==> config.mk <==
export PLATFORM = sky130hd
export DESIGN_NAME = pad_router
export DESIGN_NICKNAME = d
export VERILOG_FILES = /design/src/common/pad_pkg.sv /design/src/pad_decode/pad_decode.sv /design/src/fast_forward_latch.sv /design/src/pad_router.sv /design/src/slot_assign.sv
export SDC_FILE = /design/constraint.sdc
export NUM_CORES = 1
export LEC_CHECK = 0
export ABC_CLOCK_PERIOD_IN_PS = 2800
export BUFFER_PORTS_ARGS = -buffer_cell sky130_fd_sc_hd__buf_2
export CORE_UTILIZATION = 40
export CTS_CLUSTER_DIAMETER = 60
export CTS_CLUSTER_SIZE = 28
export DETAILED_ROUTE_END_ITERATION = 12
export HOLD_SLACK_MARGIN = 0.1
export PLACE_DENSITY = 0.66
export SLEW_MARGIN = 10
export SYNTH_ARGS = -nofsm -noshare
export SYNTH_HDL_FRONTEND = slang
export SYNTH_SLANG_ARGS = --single-unit
==> constraint.sdc <==
create_clock -name clk_sys -period 2.8 [get_ports clk_sys]
set_clock_uncertainty 0.15 [all_clocks]
set_input_delay 0.28 -clock clk_sys [delete_from_list [all_inputs] [get_ports clk_sys]]
set_output_delay 0.28 -clock clk_sys [all_outputs]
set_load 0.05 [all_outputs]
==> src/common/pad_pkg.sv <==
// Pad word layout and serial-controller codes; unknown type codes use the default select button
package pad_pkg;

	////////////////////////////////////////
	// Word types
	////////////////////////////////////////

	// Core joypad word, bits 11 to 15 unused, bit 10 is rewind
	typedef logic [15:0] pad_word_t;

	// Serial-controller button vector, index is HID usage minus one
	typedef logic [31:0] llapi_buttons_t;

	// Serial-controller type code as reported by the port
	typedef logic [7:0] llapi_type_t;

	////////////////////////////////////////
	// Pad word bit positions
	////////////////////////////////////////

	localparam int PAD_BIT_RIGHT        = 0;
	localparam int PAD_BIT_LEFT         = 1;
	localparam int PAD_BIT_DOWN         = 2;
	localparam int PAD_BIT_UP           = 3;
	localparam int PAD_BIT_A            = 4;
	localparam int PAD_BIT_B            = 5;
	localparam int PAD_BIT_SELECT       = 6;
	localparam int PAD_BIT_START        = 7;
	localparam int PAD_BIT_FAST_FORWARD = 8;
	localparam int PAD_BIT_SAVESTATE    = 9;

	////////////////////////////////////////
	// Serial-controller button indices
	////////////////////////////////////////

	localparam int LLAPI_BTN_B          = 0;
	localparam int LLAPI_BTN_START      = 1;
	localparam int LLAPI_BTN_SELECT     = 4;
	localparam int LLAPI_BTN_A          = 5;
	// Controllers without a select button report it here
	localparam int LLAPI_BTN_SELECT_ALT = 6;
	localparam int LLAPI_BTN_UP         = 24;
	localparam int LLAPI_BTN_DOWN       = 25;
	localparam int LLAPI_BTN_LEFT       = 26;
	localparam int LLAPI_BTN_RIGHT      = 27;

	////////////////////////////////////////
	// Controller type codes
	////////////////////////////////////////

	// No controller, or one that cannot identify itself
	localparam llapi_type_t LLAPI_TYPE_NONE         = 8'd0;
	localparam llapi_type_t LLAPI_TYPE_INVALID      = 8'd255;
	// Families that lack a select button
	localparam llapi_type_t LLAPI_TYPE_ALT_SELECT_A = 8'd3;
	localparam llapi_type_t LLAPI_TYPE_ALT_SELECT_B = 8'd8;

	// Tap threshold in clk_sys cycles, 0.1 s at 32 MHz
	localparam int unsigned FF_TAP_CYCLES_DEFAULT = 32'd3_200_000;

endpackage

==> src/pad_decode/pad_decode.sv <==
// One serial port per instance; presence latches on the first button press and holds until reset
module pad_decode (
	input  logic                    clk_sys,
	input  logic                    reset,
	input  logic                    llapi_select,
	input  logic                    llapi_en,
	input  pad_pkg::llapi_buttons_t llapi_buttons,
	input  pad_pkg::llapi_type_t    llapi_type,
	output pad_pkg::pad_word_t      pad,
	output logic                    present,
	output logic                    menu_combo
);

	// Set by any button activity, only reset clears it
	logic pressed;
	logic any_button;
	logic type_known;
	logic alt_select;
	pad_pkg::pad_word_t pad_map;

	assign any_button = |llapi_buttons;

	// Type 0 covers both "nothing plugged" and controllers without an id
	assign type_known = (llapi_type != pad_pkg::LLAPI_TYPE_NONE) &&
		(llapi_type != pad_pkg::LLAPI_TYPE_INVALID);

	assign alt_select = (llapi_type == pad_pkg::LLAPI_TYPE_ALT_SELECT_A) ||
		(llapi_type == pad_pkg::LLAPI_TYPE_ALT_SELECT_B);

	////////////////////////////////////////
	// Button mapping
	////////////////////////////////////////

	always_comb begin
		pad_map = '0;
		pad_map[pad_pkg::PAD_BIT_RIGHT] = llapi_buttons[pad_pkg::LLAPI_BTN_RIGHT];
		pad_map[pad_pkg::PAD_BIT_LEFT]  = llapi_buttons[pad_pkg::LLAPI_BTN_LEFT];
		pad_map[pad_pkg::PAD_BIT_DOWN]  = llapi_buttons[pad_pkg::LLAPI_BTN_DOWN];
		pad_map[pad_pkg::PAD_BIT_UP]    = llapi_buttons[pad_pkg::LLAPI_BTN_UP];
		pad_map[pad_pkg::PAD_BIT_A]     = llapi_buttons[pad_pkg::LLAPI_BTN_A];
		pad_map[pad_pkg::PAD_BIT_B]     = llapi_buttons[pad_pkg::LLAPI_BTN_B];
		pad_map[pad_pkg::PAD_BIT_START] = llapi_buttons[pad_pkg::LLAPI_BTN_START];
		// Alternate families put select on a spare face button
		if (alt_select) begin
			pad_map[pad_pkg::PAD_BIT_SELECT] = llapi_buttons[pad_pkg::LLAPI_BTN_SELECT_ALT];
		end else begin
			pad_map[pad_pkg::PAD_BIT_SELECT] = llapi_buttons[pad_pkg::LLAPI_BTN_SELECT];
		end
	end

	////////////////////////////////////////
	// Registered outputs
	////////////////////////////////////////

	always_ff @(posedge clk_sys) begin
		if (reset) begin
			pressed    <= 1'b0;
			present    <= 1'b0;
			pad        <= '0;
			menu_combo <= 1'b0;
		end else begin
			if (any_button) begin
				pressed <= 1'b1;
			end

			// Current press counts too, so presence follows its cause by one cycle
			present <= llapi_en && llapi_select &&
				(type_known || pressed || any_button);

			pad <= pad_map;

			// Down + A + B opens the on-screen menu
			menu_combo <= llapi_buttons[pad_pkg::LLAPI_BTN_DOWN] &
				llapi_buttons[pad_pkg::LLAPI_BTN_A] &
				llapi_buttons[pad_pkg::LLAPI_BTN_B];
		end
	end

endmodule

==> src/fast_forward_latch.sv <==
// Tap latches fast-forward on release, next tap clears it; tap_cycles must suit the clk_sys rate
module fast_forward_latch #(
	parameter int unsigned tap_cycles = pad_pkg::FF_TAP_CYCLES_DEFAULT
) (
	input  logic               clk_sys,
	input  logic               reset,
	input  pad_pkg::pad_word_t player_0,
	input  logic               osd_status,
	input  logic               ioctl_download,
	output logic               fast_forward
);

	logic        request;
	logic        request_q;
	logic        ff_latch;
	logic        was_tapped;
	logic [31:0] hold_count;
	logic        rise;
	logic        fall;

	// Ignored while the menu is open or a file is loading
	assign request = player_0[pad_pkg::PAD_BIT_FAST_FORWARD] &&
		!osd_status && !ioctl_download;

	assign rise = request && !request_q;
	assign fall = !request && request_q;

	////////////////////////////////////////
	// Hold timer and latch
	////////////////////////////////////////

	always_ff @(posedge clk_sys) begin
		if (reset) begin
			request_q    <= 1'b0;
			ff_latch     <= 1'b0;
			was_tapped   <= 1'b0;
			hold_count   <= '0;
			fast_forward <= 1'b0;
		end else begin
			request_q <= request;

			// Saturate at the threshold, only below-or-not matters
			if (request && hold_count < tap_cycles) begin
				hold_count <= hold_count + 32'd1;
			end

			// Press cycle is part of the hold, so restart at one
			if (rise) begin
				ff_latch   <= 1'b0;
				hold_count <= 32'd1;
			end

			if (fall) begin
				was_tapped <= 1'b0;
				// Short press after a non-tap turns the latch on
				if (hold_count < tap_cycles && !was_tapped) begin
					was_tapped <= 1'b1;
					ff_latch   <= 1'b1;
				end
			end

			fast_forward <= request | ff_latch;
		end
	end

endmodule

==> src/pad_router.sv <==
// Inputs sampled on clk_sys with no synchronizers; serial pad outputs must already be on this clock
module pad_router #(
	parameter int unsigned tap_cycles = pad_pkg::FF_TAP_CYCLES_DEFAULT
) (
	input  logic                    clk_sys,
	input  logic                    reset,
	input  logic                    llapi_select,
	input  pad_pkg::llapi_buttons_t llapi_buttons_0,
	input  pad_pkg::llapi_type_t    llapi_type_0,
	input  logic                    llapi_en_0,
	input  pad_pkg::llapi_buttons_t llapi_buttons_1,
	input  pad_pkg::llapi_type_t    llapi_type_1,
	input  logic                    llapi_en_1,
	input  pad_pkg::pad_word_t      usb_pad_0,
	input  pad_pkg::pad_word_t      usb_pad_1,
	input  pad_pkg::pad_word_t      usb_pad_2,
	input  pad_pkg::pad_word_t      usb_pad_3,
	input  logic                    osd_status,
	input  logic                    ioctl_download,
	output pad_pkg::pad_word_t      player_0,
	output pad_pkg::pad_word_t      player_1,
	output pad_pkg::pad_word_t      player_2,
	output pad_pkg::pad_word_t      player_3,
	output pad_pkg::pad_word_t      player_0_raw,
	output logic                    osd_button,
	output logic                    fast_forward
);

	pad_pkg::pad_word_t pad_a;
	pad_pkg::pad_word_t pad_b;
	logic               present_a;
	logic               present_b;
	logic               combo_a;
	logic               combo_b;

	////////////////////////////////////////
	// Serial port decode
	////////////////////////////////////////

	pad_decode decode_0 (
		.clk_sys       (clk_sys),
		.reset         (reset),
		.llapi_select  (llapi_select),
		.llapi_en      (llapi_en_0),
		.llapi_buttons (llapi_buttons_0),
		.llapi_type    (llapi_type_0),
		.pad           (pad_a),
		.present       (present_a),
		.menu_combo    (combo_a)
	);

	pad_decode decode_1 (
		.clk_sys       (clk_sys),
		.reset         (reset),
		.llapi_select  (llapi_select),
		.llapi_en      (llapi_en_1),
		.llapi_buttons (llapi_buttons_1),
		.llapi_type    (llapi_type_1),
		.pad           (pad_b),
		.present       (present_b),
		.menu_combo    (combo_b)
	);

	////////////////////////////////////////
	// Player slots and fast-forward
	////////////////////////////////////////

	slot_assign slot_assign (
		.clk_sys      (clk_sys),
		.reset        (reset),
		.pad_a        (pad_a),
		.pad_b        (pad_b),
		.present_a    (present_a),
		.present_b    (present_b),
		.combo_a      (combo_a),
		.combo_b      (combo_b),
		.usb_pad_0    (usb_pad_0),
		.usb_pad_1    (usb_pad_1),
		.usb_pad_2    (usb_pad_2),
		.usb_pad_3    (usb_pad_3),
		.player_0     (player_0),
		.player_1     (player_1),
		.player_2     (player_2),
		.player_3     (player_3),
		.player_0_raw (player_0_raw),
		.osd_button   (osd_button)
	);

	// Blanked word, so a held savestate button also stops fast-forward
	fast_forward_latch #(
		.tap_cycles (tap_cycles)
	) ff_latch (
		.clk_sys        (clk_sys),
		.reset          (reset),
		.player_0       (player_0),
		.osd_status     (osd_status),
		.ioctl_download (ioctl_download),
		.fast_forward   (fast_forward)
	);

endmodule

==> src/slot_assign.sv <==
// USB pads are delayed one cycle to meet the decoded serial pads; at most two serial pads shift USB slots
module slot_assign (
	input  logic               clk_sys,
	input  logic               reset,
	input  pad_pkg::pad_word_t pad_a,
	input  pad_pkg::pad_word_t pad_b,
	input  logic               present_a,
	input  logic               present_b,
	input  logic               combo_a,
	input  logic               combo_b,
	input  pad_pkg::pad_word_t usb_pad_0,
	input  pad_pkg::pad_word_t usb_pad_1,
	input  pad_pkg::pad_word_t usb_pad_2,
	input  pad_pkg::pad_word_t usb_pad_3,
	output pad_pkg::pad_word_t player_0,
	output pad_pkg::pad_word_t player_1,
	output pad_pkg::pad_word_t player_2,
	output pad_pkg::pad_word_t player_3,
	output pad_pkg::pad_word_t player_0_raw,
	output logic               osd_button
);

	pad_pkg::pad_word_t usb_d0;
	pad_pkg::pad_word_t usb_d1;
	pad_pkg::pad_word_t usb_d2;
	pad_pkg::pad_word_t usb_d3;
	pad_pkg::pad_word_t slot_0;

	////////////////////////////////////////
	// USB alignment stage
	////////////////////////////////////////

	always_ff @(posedge clk_sys) begin
		if (reset) begin
			usb_d0 <= '0;
			usb_d1 <= '0;
			usb_d2 <= '0;
			usb_d3 <= '0;
		end else begin
			usb_d0 <= usb_pad_0;
			usb_d1 <= usb_pad_1;
			usb_d2 <= usb_pad_2;
			usb_d3 <= usb_pad_3;
		end
	end

	////////////////////////////////////////
	// Slot mapping
	////////////////////////////////////////

	always_ff @(posedge clk_sys) begin
		if (reset) begin
			slot_0     <= '0;
			player_1   <= '0;
			player_2   <= '0;
			player_3   <= '0;
			osd_button <= 1'b0;
		end else begin
			if (present_a && present_b) begin
				slot_0   <= pad_a;
				player_1 <= pad_b;
				player_2 <= usb_d0;
				player_3 <= usb_d1;
			end else if (present_a || present_b) begin
				// First USB pad fills whichever serial slot is empty
				slot_0   <= present_a ? pad_a : usb_d0;
				player_1 <= present_b ? pad_b : usb_d0;
				player_2 <= usb_d1;
				player_3 <= usb_d2;
			end else begin
				slot_0   <= usb_d0;
				player_1 <= usb_d1;
				player_2 <= usb_d2;
				player_3 <= usb_d3;
			end
			osd_button <= combo_a | combo_b;
		end
	end

	// Raw word still carries the savestate hot-key bits
	assign player_0_raw = slot_0;
	assign player_0 = slot_0[pad_pkg::PAD_BIT_SAVESTATE] ? '0 : slot_0;

endmodule
## Yosys cells after proc, flatten, opt, wreduce, memory -nomap -nowiden

Cells that the tools add are included.

| word-level totals | value |
|---|---|
| flip-flop bits (word level) | 203 |
| latch bits | 0 |
| bits in writable memories | 0 |
| bits in read-only memories | 0 |
| output and inout port bits | 82 |
| memories kept | 0 |

| operators by class | value |
|---|---|
| $add $sub $neg | 1 |
| multipliers | 0 |
| divide/modulo/power cells | 0 |
| magnitude comparators | 1 |
| eq/ne operators | 6 |
| shift-type cells | 0 |
| mux-type cells | 19 |
| bitwise gates (word level) | 6 |
| reduce and logical (&&, ||, !) cells | 31 |

Operator list:

| cell | number |
|---|---|
| 2-to-1 mux 16 bit | 11 |
| OR reduction 32 bit | 2 |
| adder 32 x 1 -> 32 bit (second input constant) | 1 |
| less-than comparator 32 x 22 -> 1 bit (second input constant) | 1 |
| equality test 8 x 2 -> 1 bit (second input constant) | 2 |
| equality test 8 x 4 -> 1 bit (second input constant) | 2 |
| inequality test 8 bit (second input constant) | 2 |
| nonzero test 8 bit | 2 |
| logical AND 1 bit | 13 |
| 2-to-1 mux 1 bit | 8 |
| logical OR 1 bit | 7 |
| zero test 1 bit | 5 |
| bitwise AND 1 bit | 4 |
| OR 1 bit | 2 |
| nonzero test 2 bit | 1 |
| OR reduction 2 bit | 1 |

## Depth between registers and ports, before layout

Gate-level depths: netlist of run 1.

| logic depth | value |
|---|---|
| word-level depth | 7 |
| gate-level depth with buffers | 7 |

## Cells and area by module

A second synthesis of run 1 with hierarchy kept.

| second synthesis, totals | value |
|---|---|
| cells, all modules | 691 |
| area total of the unflattened synthesis | 7,160.6 um^2 |

Modules (own cells, without submodules):

| module | times used | cells each | area an instance (um^2) | seq. area each (um^2) |
|---|---|---|---|---|
| slot_assign | 1 | 406 | 4,584.4 | 2,582.5 |
| fast_forward_latch | 1 | 171 | 1,552.7 | 720.7 |
| pad_decode | 2 | 57 | 511.7 | 220.2 |

## Worst setup path after synthesis of run 1

Ideal clock, no wire load.

| timing path | value |
|---|---|
| kind | reg2reg |
| from | register slot_assign.slot_0[9], in the netlist slot_assign.player_0_raw[9] |
| to | register ff_latch.was_tapped |
| arrival time | 1,958 ps |
| required time | 2,580 ps |
| slack | 622 ps |
| stages on the path, launching flop included | 6 |
| path buffers | 0 |
| period minus slack after synthesis | 2,178 ps |
| path through | dfxtp_1 -> and2b_1 -> nand2_1 -> nand2_1 -> or4_1 -> a21oi_1 |

| on the way | value |
|---|---|
| cells in the longest elaborated chain, start to end | 5 |

RTL lines:

| item | RTL line | source |
|---|---|---|
| from (decl) | slot_assign.sv:27 | `pad_pkg::pad_word_t slot_0;` |
| from (signal assigned) | slot_assign.sv:60 | `slot_0 <= pad_a;` |
| from (signal assigned) | slot_assign.sv:66 | `slot_0 <= present_a ? pad_a : usb_d0;` |
| from (signal assigned) | slot_assign.sv:71 | `slot_0 <= usb_d0;` |
| 2-to-1 mux 16 bit | slot_assign.sv:82 | `assign player_0 = slot_0[pad_pkg::PAD_BIT_SAVESTATE] ? '0 : slot_0;` |
| net player_0[8] | pad_router.sv:20 | `output pad_pkg::pad_word_t player_0,` |
| logical AND 1 bit | fast_forward_latch.sv:22 | `assign request = player_0[pad_pkg::PAD_BIT_FAST_FORWARD] &&` |
| logical AND 1 bit | fast_forward_latch.sv:23 | `!osd_status && !ioctl_download;` |
| zero test 1 bit | fast_forward_latch.sv:26 | `assign fall = !request && request_q;` |
| logical AND 1 bit | fast_forward_latch.sv:26 |  |
| to (signal assigned) | fast_forward_latch.sv:36 | `was_tapped <= 1'b0;` |
| to (signal assigned) | fast_forward_latch.sv:54 | `was_tapped <= 1'b0;` |
| to (signal assigned) | fast_forward_latch.sv:57 | `was_tapped <= 1'b1;` |
| to (decl) | fast_forward_latch.sv:16 | `logic was_tapped;` |

The timed path passes the listed nets, and every way through them passes these cells.
A chain may end at the register's enable or synchronous reset.

## Worst setup path in the final report of run 1

| timing path | value |
|---|---|
| from | input llapi_buttons_1[1] |
| to | register decode_1.present |

| on the way | value |
|---|---|
| cells in the longest elaborated chain, start to end | 3 |

RTL lines:

| item | RTL line | source |
|---|---|---|
| from (decl) | pad_router.sv:11 | `input pad_pkg::llapi_buttons_t llapi_buttons_1,` |
| OR reduction 32 bit | pad_decode.sv:21 | `assign any_button = \|llapi_buttons;` |
| logical OR 1 bit | pad_decode.sv:68 | `(type_known \|\| pressed \|\| any_button);` |
| logical AND 1 bit | pad_decode.sv:67 | `present <= llapi_en && llapi_select &&` |
| to (signal assigned) | pad_decode.sv:67 |  |
| to (decl) | pad_decode.sv:10 | `output logic present,` |

Every way passes these cells.

==> results of run 1 <==
[layout by cell type, fill, tap and decap left out, types with 2 or more instances in the layout]
cell type,n
sky130_fd_sc_hd__a211oi_1,64
sky130_fd_sc_hd__a21oi_1,17
sky130_fd_sc_hd__a31o_2,3
sky130_fd_sc_hd__a31oi_1,2
sky130_fd_sc_hd__and2_1,20
sky130_fd_sc_hd__and2b_1,4
sky130_fd_sc_hd__and3_1,3
sky130_fd_sc_hd__buf_12,3
sky130_fd_sc_hd__buf_2,230
sky130_fd_sc_hd__buf_4,9
sky130_fd_sc_hd__clkbuf_16,17
sky130_fd_sc_hd__dfxtp_1,185
sky130_fd_sc_hd__dlygate4sd3_1,100
sky130_fd_sc_hd__inv_1,4
sky130_fd_sc_hd__inv_6,7
sky130_fd_sc_hd__inv_8,3
sky130_fd_sc_hd__mux2i_1,44
sky130_fd_sc_hd__nand2_1,21
sky130_fd_sc_hd__nand2b_1,3
sky130_fd_sc_hd__nand3_1,9
sky130_fd_sc_hd__nand4_1,12
sky130_fd_sc_hd__nor2_1,69
sky130_fd_sc_hd__nor2b_1,122
sky130_fd_sc_hd__nor3_1,11
sky130_fd_sc_hd__nor3_2,2
sky130_fd_sc_hd__nor4_1,16
sky130_fd_sc_hd__nor4_2,7
sky130_fd_sc_hd__nor4_4,2
sky130_fd_sc_hd__nor4b_2,4
sky130_fd_sc_hd__o21ai_0,5
sky130_fd_sc_hd__o22ai_1,2
sky130_fd_sc_hd__or3_1,2
sky130_fd_sc_hd__xnor2_1,14
[area by class of cell]
cell class	instances	area, µm²	area share
flip-flops and latches	187	3750	0.372
multi-input cells	471	3160	0.314
repair buffers	342	2280	0.227
clock buffers	17	425	0.0423
well taps	225	282	0.0280
clock inverters	15	153	0.0152
inverters	4	15.0	0.00149
diodes	1	2.50	0.000249
[routing by layer]
layer	GRT usage	vias up	part of all wire
met2	0.376	205	0.51
li1	-	3087	-
met5	0	-	0
met4	0.0849	0	0.028
met3	0.0550	33	0.050
met1	0.230	2759	0.42
[stage by stage]
step                      std cells  power, mW
final                          1262       5.96
after global routing           1262       6.21
after CTS                      1261       6.03
after detailed placement       1129       3.57
after global placement         1129       3.56
after floorplan                 707       3.32
[sequential cells by signal, indices dropped and copies added, names as in the netlist, 8 cells and up]
| register | cells |
|---|---|
| slot_assign.player_1 | 16 |
| slot_assign.player_2 | 16 |
| slot_assign.usb_d0 | 16 |
| slot_assign.usb_d1 | 16 |
| decode_1.pad | 8 |
| decode_0.pad | 8 |
| slot_assign.player_3 | 16 |
| ff_latch.hold_count | 32 |
| slot_assign.player_0_raw | 16 |
| slot_assign.usb_d2 | 16 |
| slot_assign.usb_d3 | 16 |
[cells by family (layout without fill, tap and decap cells)]
group / count (synthesis) / after routing
other cells: 1 / 2
simple gates: 313 / 313
flops: 187 / 187
xor+xnor: 14 / 14
buf+inv: 49 / 378
fa+ha+maj: 1 / 1
mux: 44 / 44
compound gates: 98 / 98
[how the worst min path moves through the flow]
stage | from | to | slack, ns | cells past startpoint
floorplan | reset | decode_1.pad[5]$_SDFF_PP0_ | 0.21 | 1
global placement | ff_latch.was_tapped$_SDFFE_PP0P_ | ff_latch.was_tapped$_SDFFE_PP0P_ | 0.28 | 2
detailed placement | decode_1.menu_combo$_SDFF_PP0_ | slot_assign.osd_button$_SDFF_PP0_ | 0.28 | 2
CTS | llapi_buttons_1[23] | decode_1.pressed$_SDFFE_PP0N_ | 0.10 | 5
global route | osd_status | ff_latch.hold_count[0]$_SDFFE_PP0P_ | 0.14 | 4
finish | llapi_buttons_1[12] | decode_1.pressed$_SDFFE_PP0N_ | 0.12 | 5
[critical path, cell delays in order]
cell,delay [ns]
sky130_fd_sc_hd__dlygate4sd3_1,0.53
sky130_fd_sc_hd__buf_2,0.13
sky130_fd_sc_hd__nor4_1,0.25
sky130_fd_sc_hd__dlygate4sd3_1,0.59
sky130_fd_sc_hd__nand4_1,0.08
sky130_fd_sc_hd__dlygate4sd3_1,0.59
sky130_fd_sc_hd__nor3_1,0.23
sky130_fd_sc_hd__a21oi_1,0.13
[where the power goes]
part	leakage, nW	switching (mW)	internal, mW
sequential	1.54	0.0654	2.78
clock	0.286	1.09	1.27
combinational	2.44	0.447	0.322
total	4.27	1.60	4.36
==> metrics.md, run 1 <==
| Metric | Value |
|---|---|
| Proportion of synthesized flip-flops having asynchronous set or reset | `0` |
| Area share of the largest cell type after synthesis | `0.526` |
| Final worst slack | `0.125 ns` |
| Initial DRC Count | `226` |
| Worst path required time | `2.94 ns` |
| RSZ-0062 raised after global routing | `false` |
| Clock root buffer | `sky130_fd_sc_hd__clkbuf_16` |
| Simple-gate share of the synthesized area | `0.263` |
| Number of synthesized register bits | `187` |
| Post_cts resized | `0` |
| Total standard cell area after synthesis | `7110 µm²` |
| Post-Synth XOR/XNOR Area | `0.0172` |
| Achievable clock frequency | `0.374 GHz` |
| Headroom to the max-slew limit | `0.423` |
| Cell type with the highest aggregate area in the netlist | `sky130_fd_sc_hd__dfxtp_1` |
| Wire length of the first global-routing pass | `28900 µm` |
| Period minus WS final | `2.67 ns` |
| Largest net degree at the start of global routing | `135` |
| Number of global-route vias before repair | `5925` |
| Number of antenna violations at the first check in global routing | `1` |
| Total negative slack | `0 ns` |
| Slew at the pin with the worst max-slew slack | `0.865 ns` |
| Arithmetic-cell share of the synthesized area counting full adders, half adders and majority gates | `0.00176` |
| Count of mapped cells out of synthesis | `707` |
| Overall die area | `18300 µm²` |
| Type of element launching the critical path | `primary input` |
| Post-Synthesis Net Count | `859` |
| Synth Area in Compound Gates | `0.0999` |
| Launch point of the worst reg-to-reg path | `decode_1.pressed$_SDFFE_PP0N_` |
| Count of vias placed by the detailed router | `6084` |
| Status | `completed` |
| Library cell with the highest instance count after synthesis | `sky130_fd_sc_hd__dfxtp_1` |
| Gp weighted congestion | `0.834` |
| Number of distinct library cells after synthesis | `44` |
| Final Hold Fails | `0` |
| Pleak | `4.27 nW` |
| Minimum setup slack among reg-to-reg paths | `0.32 ns` |
| TritonCTS clock tree | `done` |
| Worst Reg2Reg Path Length in Cells | `6` |
| Mux share of post-synthesis cell area | `0.0619` |
| Area overhead of the layout relative to synthesis | `41.5%` |
| Crit path capture | `decode_1.present$_SDFF_PP0_` |
| Effective utilization at floorplan | `0.410` |
| Die Ht | `135 µm` |
| Kind of end point of the critical path | `flip-flop` |
| Routed WL per cell | `14.8 µm` |
| Clock insertion delay at the later pin of the skew report | `0.42 ns` |
| Dominant combinational cell family by area after synthesis | `simple AND/OR/NAND/NOR gates` |
| Data arrival time of the critical path | `2.81 ns` |
| H-tree depth reported by CTS | `4` |
| Fillers | `1470` |
| Ys Warns | `0` |
| Cell types with the largest area share after synthesis | `sky130_fd_sc_hd__dfxtp_1 (53%), sky130_fd_sc_hd__nor2b_1 (11%), sky130_fd_sc_hd__a211oi_1 (6.8%)` |
| Sum of net half-perimeters after detailed placement | `12800 µm` |
| Setup violations, final | `0` |
| Total of hold buffers inserted after clock tree synthesis | `100` |
| Cts bufs inserted | `17` |
| List of most frequent post-synthesis cells | `sky130_fd_sc_hd__dfxtp_1 (187), sky130_fd_sc_hd__nor2b_1 (122), sky130_fd_sc_hd__nor2_1 (69)` |
| Clk pin slew, worst setup/hold paths | `0.07 ns` |
| Worst ir drop on vdd | `0.562 mV` |
| Layout cells sized above 1 | `0.291` |
| Register area share after synthesis | `0.526` |
| Number of placement rows | `48` |
| Post-detailed-route via-to-cell ratio | `4.82` |
| Total cell area at the placement stage | `8480 µm²` |
| GRT Resource Usage Total | `0.208` |
| Min-delay worst type | `in2reg` |
| Number of flops mapped to enable cells by yosys | `0` |
| Primary flip-flop cell chosen by synthesis mapping | `sky130_fd_sc_hd__dfxtp_1` |
| Number of antenna-violating nets in the routed design | `0` |
| Post-route DRC | `0` |
| Max Transition Viols Final | `0` |
| Detailed Route WL | `18700 µm` |
| Layout Cell Area excl Fill | `10100 µm²` |
| Ratio of final minimum period to clock period | `0.955` |
| Number of nets in the layout | `1175` |
| Critical Path Start | `llapi_buttons_1[1]` |
| Avg Synthesized Cell Area | `10.1 µm²` |
| Num Clock Sinks | `187` |
| Die Wd | `135 µm` |
| Drt first pass iters | `4` |
| Pre-CTS WS | `0.603 ns` |
| Largest driver fanout on the critical path | `2` |
| Endpoint of the lowest-slack register-to-register path | `decode_1.present$_SDFF_PP0_` |
| Port Buf Inserts | `231` |
| Core box area | `17400 µm²` |
| Max Cap Viol | `0` |
| Areal power density over the cells | `593 nW/µm²` |
| Aggregate global routing overflow | `0` |
| Final core utilization | `0.580` |
| Hold slack final | `0.116 ns` |
| Type of the worst setup path | `in2reg` |
| Io pins | `233` |
| Deepest clock path buffer count | `2` |
| Setup Buffers After CTS | `0` |
Note: power is estimated with default switching activity, not from simulation.
==> run 2, diff against run 1 <==
ABC_CLOCK_PERIOD_IN_PS = 2400   (was 2800)
CELL_PAD_IN_SITES_DETAIL_PLACEMENT = 0   (was not set)
CELL_PAD_IN_SITES_GLOBAL_PLACEMENT = 2   (was not set)
CORE_UTILIZATION = 27   (was 40)
PLACE_DENSITY = not set   (was 0.66)
PLACE_DENSITY_LB_ADDON = 0.05   (was not set)
clock period = 2.4 ns   (was 2.8 ns; I/O delays follow)
==> metrics.md, run 2 (same netlist as run 1, synthesis figures left out) <==
| Metric | Value |
|---|---|
| Pre-CTS WS | `0.347 ns` |
| Cell Chain, Critical Path | `dlygate4sd3_1 > buf_2 > nor4_2 > nand4_1 > nor3_1 > a21oi_1 > dlygate4sd3_1` |
| Share of power burned in the clock network | `0.394` |
| Switching share of power | `0.281` |
| GRT Resource Usage Total | `0.151` |
| Aggregate global routing overflow | `0` |
| Setup Buffers After CTS | `0` |
| TritonCTS clock tree | `done` |
| Slowest stage cell on the critical path | `sky130_fd_sc_hd__dlygate4sd3_1` |
| Deepest clock path buffer count | `2` |
| Seq pwr share | `0.475` |
| Routed WL per cell | `14.7 µm` |
| Total net switching power | `1.96 mW` |
| Max Transition Viols Final | `0` |
| Num Clock Sinks | `187` |
| GRT Max-Usage Layer | `met2` |
| Leading cell type in the layout, fill and taps excluded | `sky130_fd_sc_hd__buf_2` |
| Clock insertion delay at the later pin of the skew report | `0.43 ns` |
| Kind of end point of the critical path | `flip-flop` |
| Number of antenna violations at the first check in global routing | `0` |
| Setup violations, final | `0` |
| Area overhead of the layout relative to synthesis | `43.6%` |
| Count of vias placed by the detailed router | `6094` |
| Comb power frac | `0.131` |
| Overall die area | `27000 µm²` |
| Final Hold Fails | `0` |
| Status | `completed` |
| Type of element launching the critical path | `primary input` |
| Grt met2 use | `0.266` |
| Worst ir drop on vdd | `0.358 mV` |
| Achievable clock frequency | `0.461 GHz` |
| Layout cells sized above 1 | `0.297` |
| Final worst slack | `0.230 ns` |
| Number of placement rows | `59` |
| Initial DRC Count | `182` |
| Worst path required time | `2.56 ns` |
| Data arrival time of the critical path | `2.34 ns` |
| Clk pin slew, worst setup/hold paths | `0.08 ns` |
| Hold slack final | `0.178 ns` |
| Number of antenna-violating nets in the routed design | `0` |
| Min-delay worst type | `in2reg` |
| Sum of net half-perimeters after detailed placement | `14700 µm` |
| Largest stage delay on the critical path | `0.55 ns` |
| Type of the worst setup path | `in2reg` |
| Core box area | `26000 µm²` |
| GR Layer Usage met3 | `0.0417` |
| Die Ht | `164 µm` |
| Global routing met1 resource utilization | `0.181` |
| Flip-flop count of the largest register, all copies and words added | `32` |
| Max Cap Viol | `0` |
| H-tree depth reported by CTS | `4` |
| Ratio of final minimum period to clock period | `0.904` |
| Largest driver fanout on the critical path | `2` |
| Number of global-route vias before repair | `6191` |
| Power Internal | `5.01 mW` |
| Number of nets in the layout | `1176` |
| Effective utilization at floorplan | `0.274` |
| Port Buf Inserts | `231` |
| Io pins | `233` |
| Clock root buffer | `sky130_fd_sc_hd__clkbuf_16` |
| Headroom to the max-slew limit | `0.630` |
| Post-route DRC | `0` |
| Total negative slack | `0 ns` |
| Pleak | `4.29 nW` |
| Cts bufs inserted | `17` |
| Drt first pass iters | `7` |
| Most frequent cells in the layout | `sky130_fd_sc_hd__buf_2 (230), sky130_fd_sc_hd__dfxtp_1 (185), sky130_fd_sc_hd__nor2b_1 (122)` |
| # diodes | `0` |
| RSZ-0062 raised after global routing | `false` |
| Period minus WS final | `2.17 ns` |
| Largest net degree at the start of global routing | `76` |
| Post-detailed-route via-to-cell ratio | `4.44` |
| Largest register by flop count | `ff_latch.hold_count` |
| Gp weighted congestion | `0.768` |
| Cell repeated most along the worst path | `sky130_fd_sc_hd__dlygate4sd3_1` |
| Slew at the pin with the worst max-slew slack | `0.555 ns` |
| Wire length of the first global-routing pass | `31100 µm` |
| Areal power density over the cells | `682 nW/µm²` |
| Detailed Route WL | `20200 µm` |
| Die Wd | `164 µm` |
-- run 2: area by class of cell --
type | instances | area (µm²)
Tap cell | 335 | 419
Multi-Input combinational cell | 471 | 3160
Fill cell | 2661 | 15800
Timing Repair Buffer | 343 | 2290
Clock inverter | 15 | 151
Inverter | 4 | 15.0
Clock buffer | 17 | 425
Sequential cell | 187 | 3750
-- run 2: power by group through the flow --
stage / combinational (mW) / sequential, mW / clock [mW]
2_1_floorplan: 0.308 / 3.57 / 0
3_3_place_gp: 0.801 / 3.38 / 0
3_5_place_dp: 0.806 / 3.39 / 0
4_1_cts: 0.926 / 3.31 / 2.84
5_1_grt: 0.985 / 3.33 / 2.99
6_report: 0.912 / 3.31 / 2.75
-- run 2: per-stage QoR --
stage	std cells	area [µm²]	util	power (mW)
after floorplan	707	7110	-	3.87
after global placement	1245	8680	0.334	4.19
after detailed placement	1245	8680	0.334	4.19
after CTS	1372	10200	0.393	7.08
after global routing	1372	10200	0.393	7.30
final	1372	10200	0.393	6.97
-- run 2: layer usage --
metal	share of wire	wire, µm
met1	0.44	8920
met2	0.50	10100
met3	0.050	1000
met4	0.0086	174
met5	0	0
-- run 2: worst paths after layout --
kind,from,end,slack (ns),cells after the start
worst max-delay path,llapi_buttons_1[0],decode_1.present$_SDFF_PP0_,0.23,7
worst min-delay path,osd_status,ff_latch.fast_forward$_SDFF_PP0_,0.18,5
worst max register to register,ff_latch.hold_count[26]$_SDFFE_PP0P_,ff_latch.hold_count[18]$_SDFFE_PP0P_,0.37,6
worst min register to register,decode_1.menu_combo$_SDFF_PP0_,slot_assign.osd_button$_SDFF_PP0_,0.31,2
-- run 2: critical path: cells and delay by family --
family / cells / cell delay [ns]
AO/OA/AOI/OAI: 1 / 0.10
buffers and inverters: 3 / 1.21
AND/OR/NAND/NOR: 3 / 0.78
-- run 2: what timing repair did --
action,in CTS,in global routing
setup endpoints to repair,0,2
gates resized for setup,0,1
hold buffers,95,0
endpoints found under the hold margin,91,0
==> run 3, diff against run 2 <==
ABC_CLOCK_PERIOD_IN_PS = 1800   (was 2400)
clock period = 1.8 ns   (was 2.4 ns; I/O delays follow)
==> metrics.md, run 3 (same netlist as run 1, synthesis figures left out) <==
| Metric | Value |
|---|---|
| Leading cell type in the layout, fill and taps excluded | `sky130_fd_sc_hd__buf_2` |
| Aggregate global routing overflow | `0` |
| Layout cells sized above 1 | `0.331` |
| Cell repeated most along the worst path | `sky130_fd_sc_hd__nor4_4` |
| Cts bufs inserted | `17` |
| # diodes | `0` |
| Slew at the pin with the worst max-slew slack | `0.587 ns` |
| Count of vias placed by the detailed router | `6477` |
| Worst path required time | `1.96 ns` |
| Data arrival time of the critical path | `2.02 ns` |
| Total negative slack | `-0.282 ns` |
| Worst ir drop on vdd | `0.471 mV` |
| TritonCTS clock tree | `done` |
| Clock root buffer | `sky130_fd_sc_hd__clkbuf_16` |
| Kind of end point of the critical path | `flip-flop` |
| Total cell area at the placement stage | `9010 µm²` |
| Hold slack final | `0.104 ns` |
| RSZ-0062 raised after global routing | `true` |
| Largest net degree at the start of global routing | `31` |
| Deepest clock path buffer count | `2` |
| Status | `complete, but fails checks` |
| Number of antenna violations at the first check in global routing | `0` |
| Areal power density over the cells | `849 nW/µm²` |
| Min-delay worst type | `in2reg` |
| Cell Chain, Critical Path | `nor4_4 > o2111ai_2 > buf_12 > buf_4 > nor4_4 > xnor2_1 > nor2_1` |
| Buffering stage count on the worst path with inverters included | `2` |
| Seq pwr share | `0.461` |
| Overall die area | `27000 µm²` |
| Total instance count after detailed placement | `1282` |
| Period minus WS final | `1.86 ns` |
| Core box area | `26000 µm²` |
| Die Wd | `164 µm` |
| Pre-CTS WS | `-0.150 ns` |
| Post-detailed-route via-to-cell ratio | `4.42` |
| Sum of net half-perimeters after detailed placement | `15100 µm` |
| Final core utilization | `0.433` |
| Pleak | `4.76 nW` |
| Power after layout | `9.56 mW` |
| Effective utilization at floorplan | `0.274` |
| Share of power burned in the clock network | `0.399` |
| Wire length of the first global-routing pass | `32700 µm` |
| Headroom to the max-slew limit | `0.608` |
| Number of nets in the layout | `1271` |
| Number of antenna-violating nets in the routed design | `0` |
| Achievable clock frequency | `0.538 GHz` |
| Die Ht | `164 µm` |
| Routed WL per cell | `14.5 µm` |
| Final Hold Fails | `0` |
| Setup violations, final | `8` |
| Final worst slack | `-0.0583 ns` |
| Comb power frac | `0.139` |
| GRT Resource Usage Total | `0.158` |
| Max Transition Viols Final | `0` |
| Most frequent cells in the layout | `sky130_fd_sc_hd__buf_2 (229), sky130_fd_sc_hd__dfxtp_1 (178), sky130_fd_sc_hd__dlygate4sd3_1 (143)` |
| Flip-flop count of the largest register, all copies and words added | `32` |
| Drt first pass iters | `5` |
| Port Buf Inserts | `231` |
| Detailed Route WL | `21300 µm` |
| H-tree depth reported by CTS | `4` |
| Crit-path leading delay family | `simple AND/OR/NAND/NOR gates` |
| Max Cap Viol | `0` |
| Io pins | `233` |
| Largest driver fanout on the critical path | `17` |
| Slowest stage cell on the critical path | `sky130_fd_sc_hd__dfxtp_2` |
| Final Non-Filler Cells | `1467` |
| Clk pin slew, worst setup/hold paths | `0.08 ns` |
| Gp weighted congestion | `0.764` |
| Largest stage delay on the critical path | `0.33 ns` |
| Area overhead of the layout relative to synthesis | `58.3%` |
| Power Internal | `6.84 mW` |
| Switching share of power | `0.284` |
| Clock insertion delay at the later pin of the skew report | `0.43 ns` |
| Number of placement rows | `59` |
| Type of element launching the critical path | `flip-flop` |
| Failing checks | `negative setup slack` |
| Ratio of final minimum period to clock period | `1.03` |
| Num Clock Sinks | `187` |
| Number of global-route vias before repair | `6396` |
| Layout Cell Area excl Fill | `11300 µm²` |
| Largest register by flop count | `ff_latch.hold_count` |
| Total net switching power | `2.72 mW` |
| Post-route DRC | `0` |
| Type of the worst setup path | `reg2reg` |
| Initial DRC Count | `181` |
==> run 3: changes by cell type in the layout (fill, tap and decap cells not counted), sizes merged <==
| cell | previous run | this run |
|---|---|---|
| a21oi | 18 | 19 |
| buf | 248 | 293 |
| clkbuf | 17 | 19 |
| clkinv | 6 | 4 |
| clkinvlp | 1 | 0 |
| dlygate4sd3 | 95 | 143 |
| inv | 12 | 14 |
==> run 3: power groups by stage <==
stage	Combinational, mW	Sequential (mW)	Clock [mW]
global placement	1.09	4.51	0
finish	1.33	4.41	3.82
global route	1.44	4.43	4.11
CTS	1.34	4.41	3.92
floorplan	0.411	4.75	0
detailed placement	1.10	4.51	0
==> run 3: worst min-delay path, cell delays in order <==
cell	delay, ns
sky130_fd_sc_hd__buf_4	0.16
sky130_fd_sc_hd__buf_4	0.20
sky130_fd_sc_hd__nor2_1	0.10
==> run 3: final timing paths <==
| kind | start | endpoint | slack, ns | cells past startpoint |
|---|---|---|---|---|
| hold reg to reg | decode_0.menu_combo$_SDFF_PP0_ | slot_assign.osd_button$_SDFF_PP0_ | 0.29 | 2 |
| setup reg to reg | ff_latch.hold_count[29]$_SDFFE_PP0P_ | ff_latch.hold_count[11]$_SDFFE_PP0P_ | -0.06 | 7 |
| setup / recovery | ff_latch.hold_count[29]$_SDFFE_PP0P_ | ff_latch.hold_count[11]$_SDFFE_PP0P_ | -0.06 | 7 |
| hold / removal | reset | slot_assign.player_1[5]$_SDFF_PP0_ | 0.10 | 3 |
==> run 3: what timing repair did <==
action / 4_1_cts / 5_1_grt
buffers inserted: 3 / 6
endpoints found under the setup margin: 20 / 32
resized for setup: 8 / 22
pin swaps: 5 / 3
hold buffers: 143 / 0
endpoints found under the hold margin: 87 / 0
cloned: 1 / 0
==> run 3: per-layer routing <==
layer,routed length (µm),GRT usage,up-vias,part of all wire
met1,9400,0.192,2993,0.44
met3,958,0.0308,26,0.045
li1,-,-,3278,-
met2,10500,0.273,180,0.50
met4,369,0.0577,0,0.017
met5,0,0,-,0
==> run 3: layout make-up <==
cell class	count	area, µm²
Multi-Input combinational cell	472	3310
Tap cell	335	419
Inverter	4	15.0
Sequential cell	187	3760
Clock buffer	18	439
Timing Repair Buffer	437	3150
Clock inverter	14	168
Fill cell	2584	14700
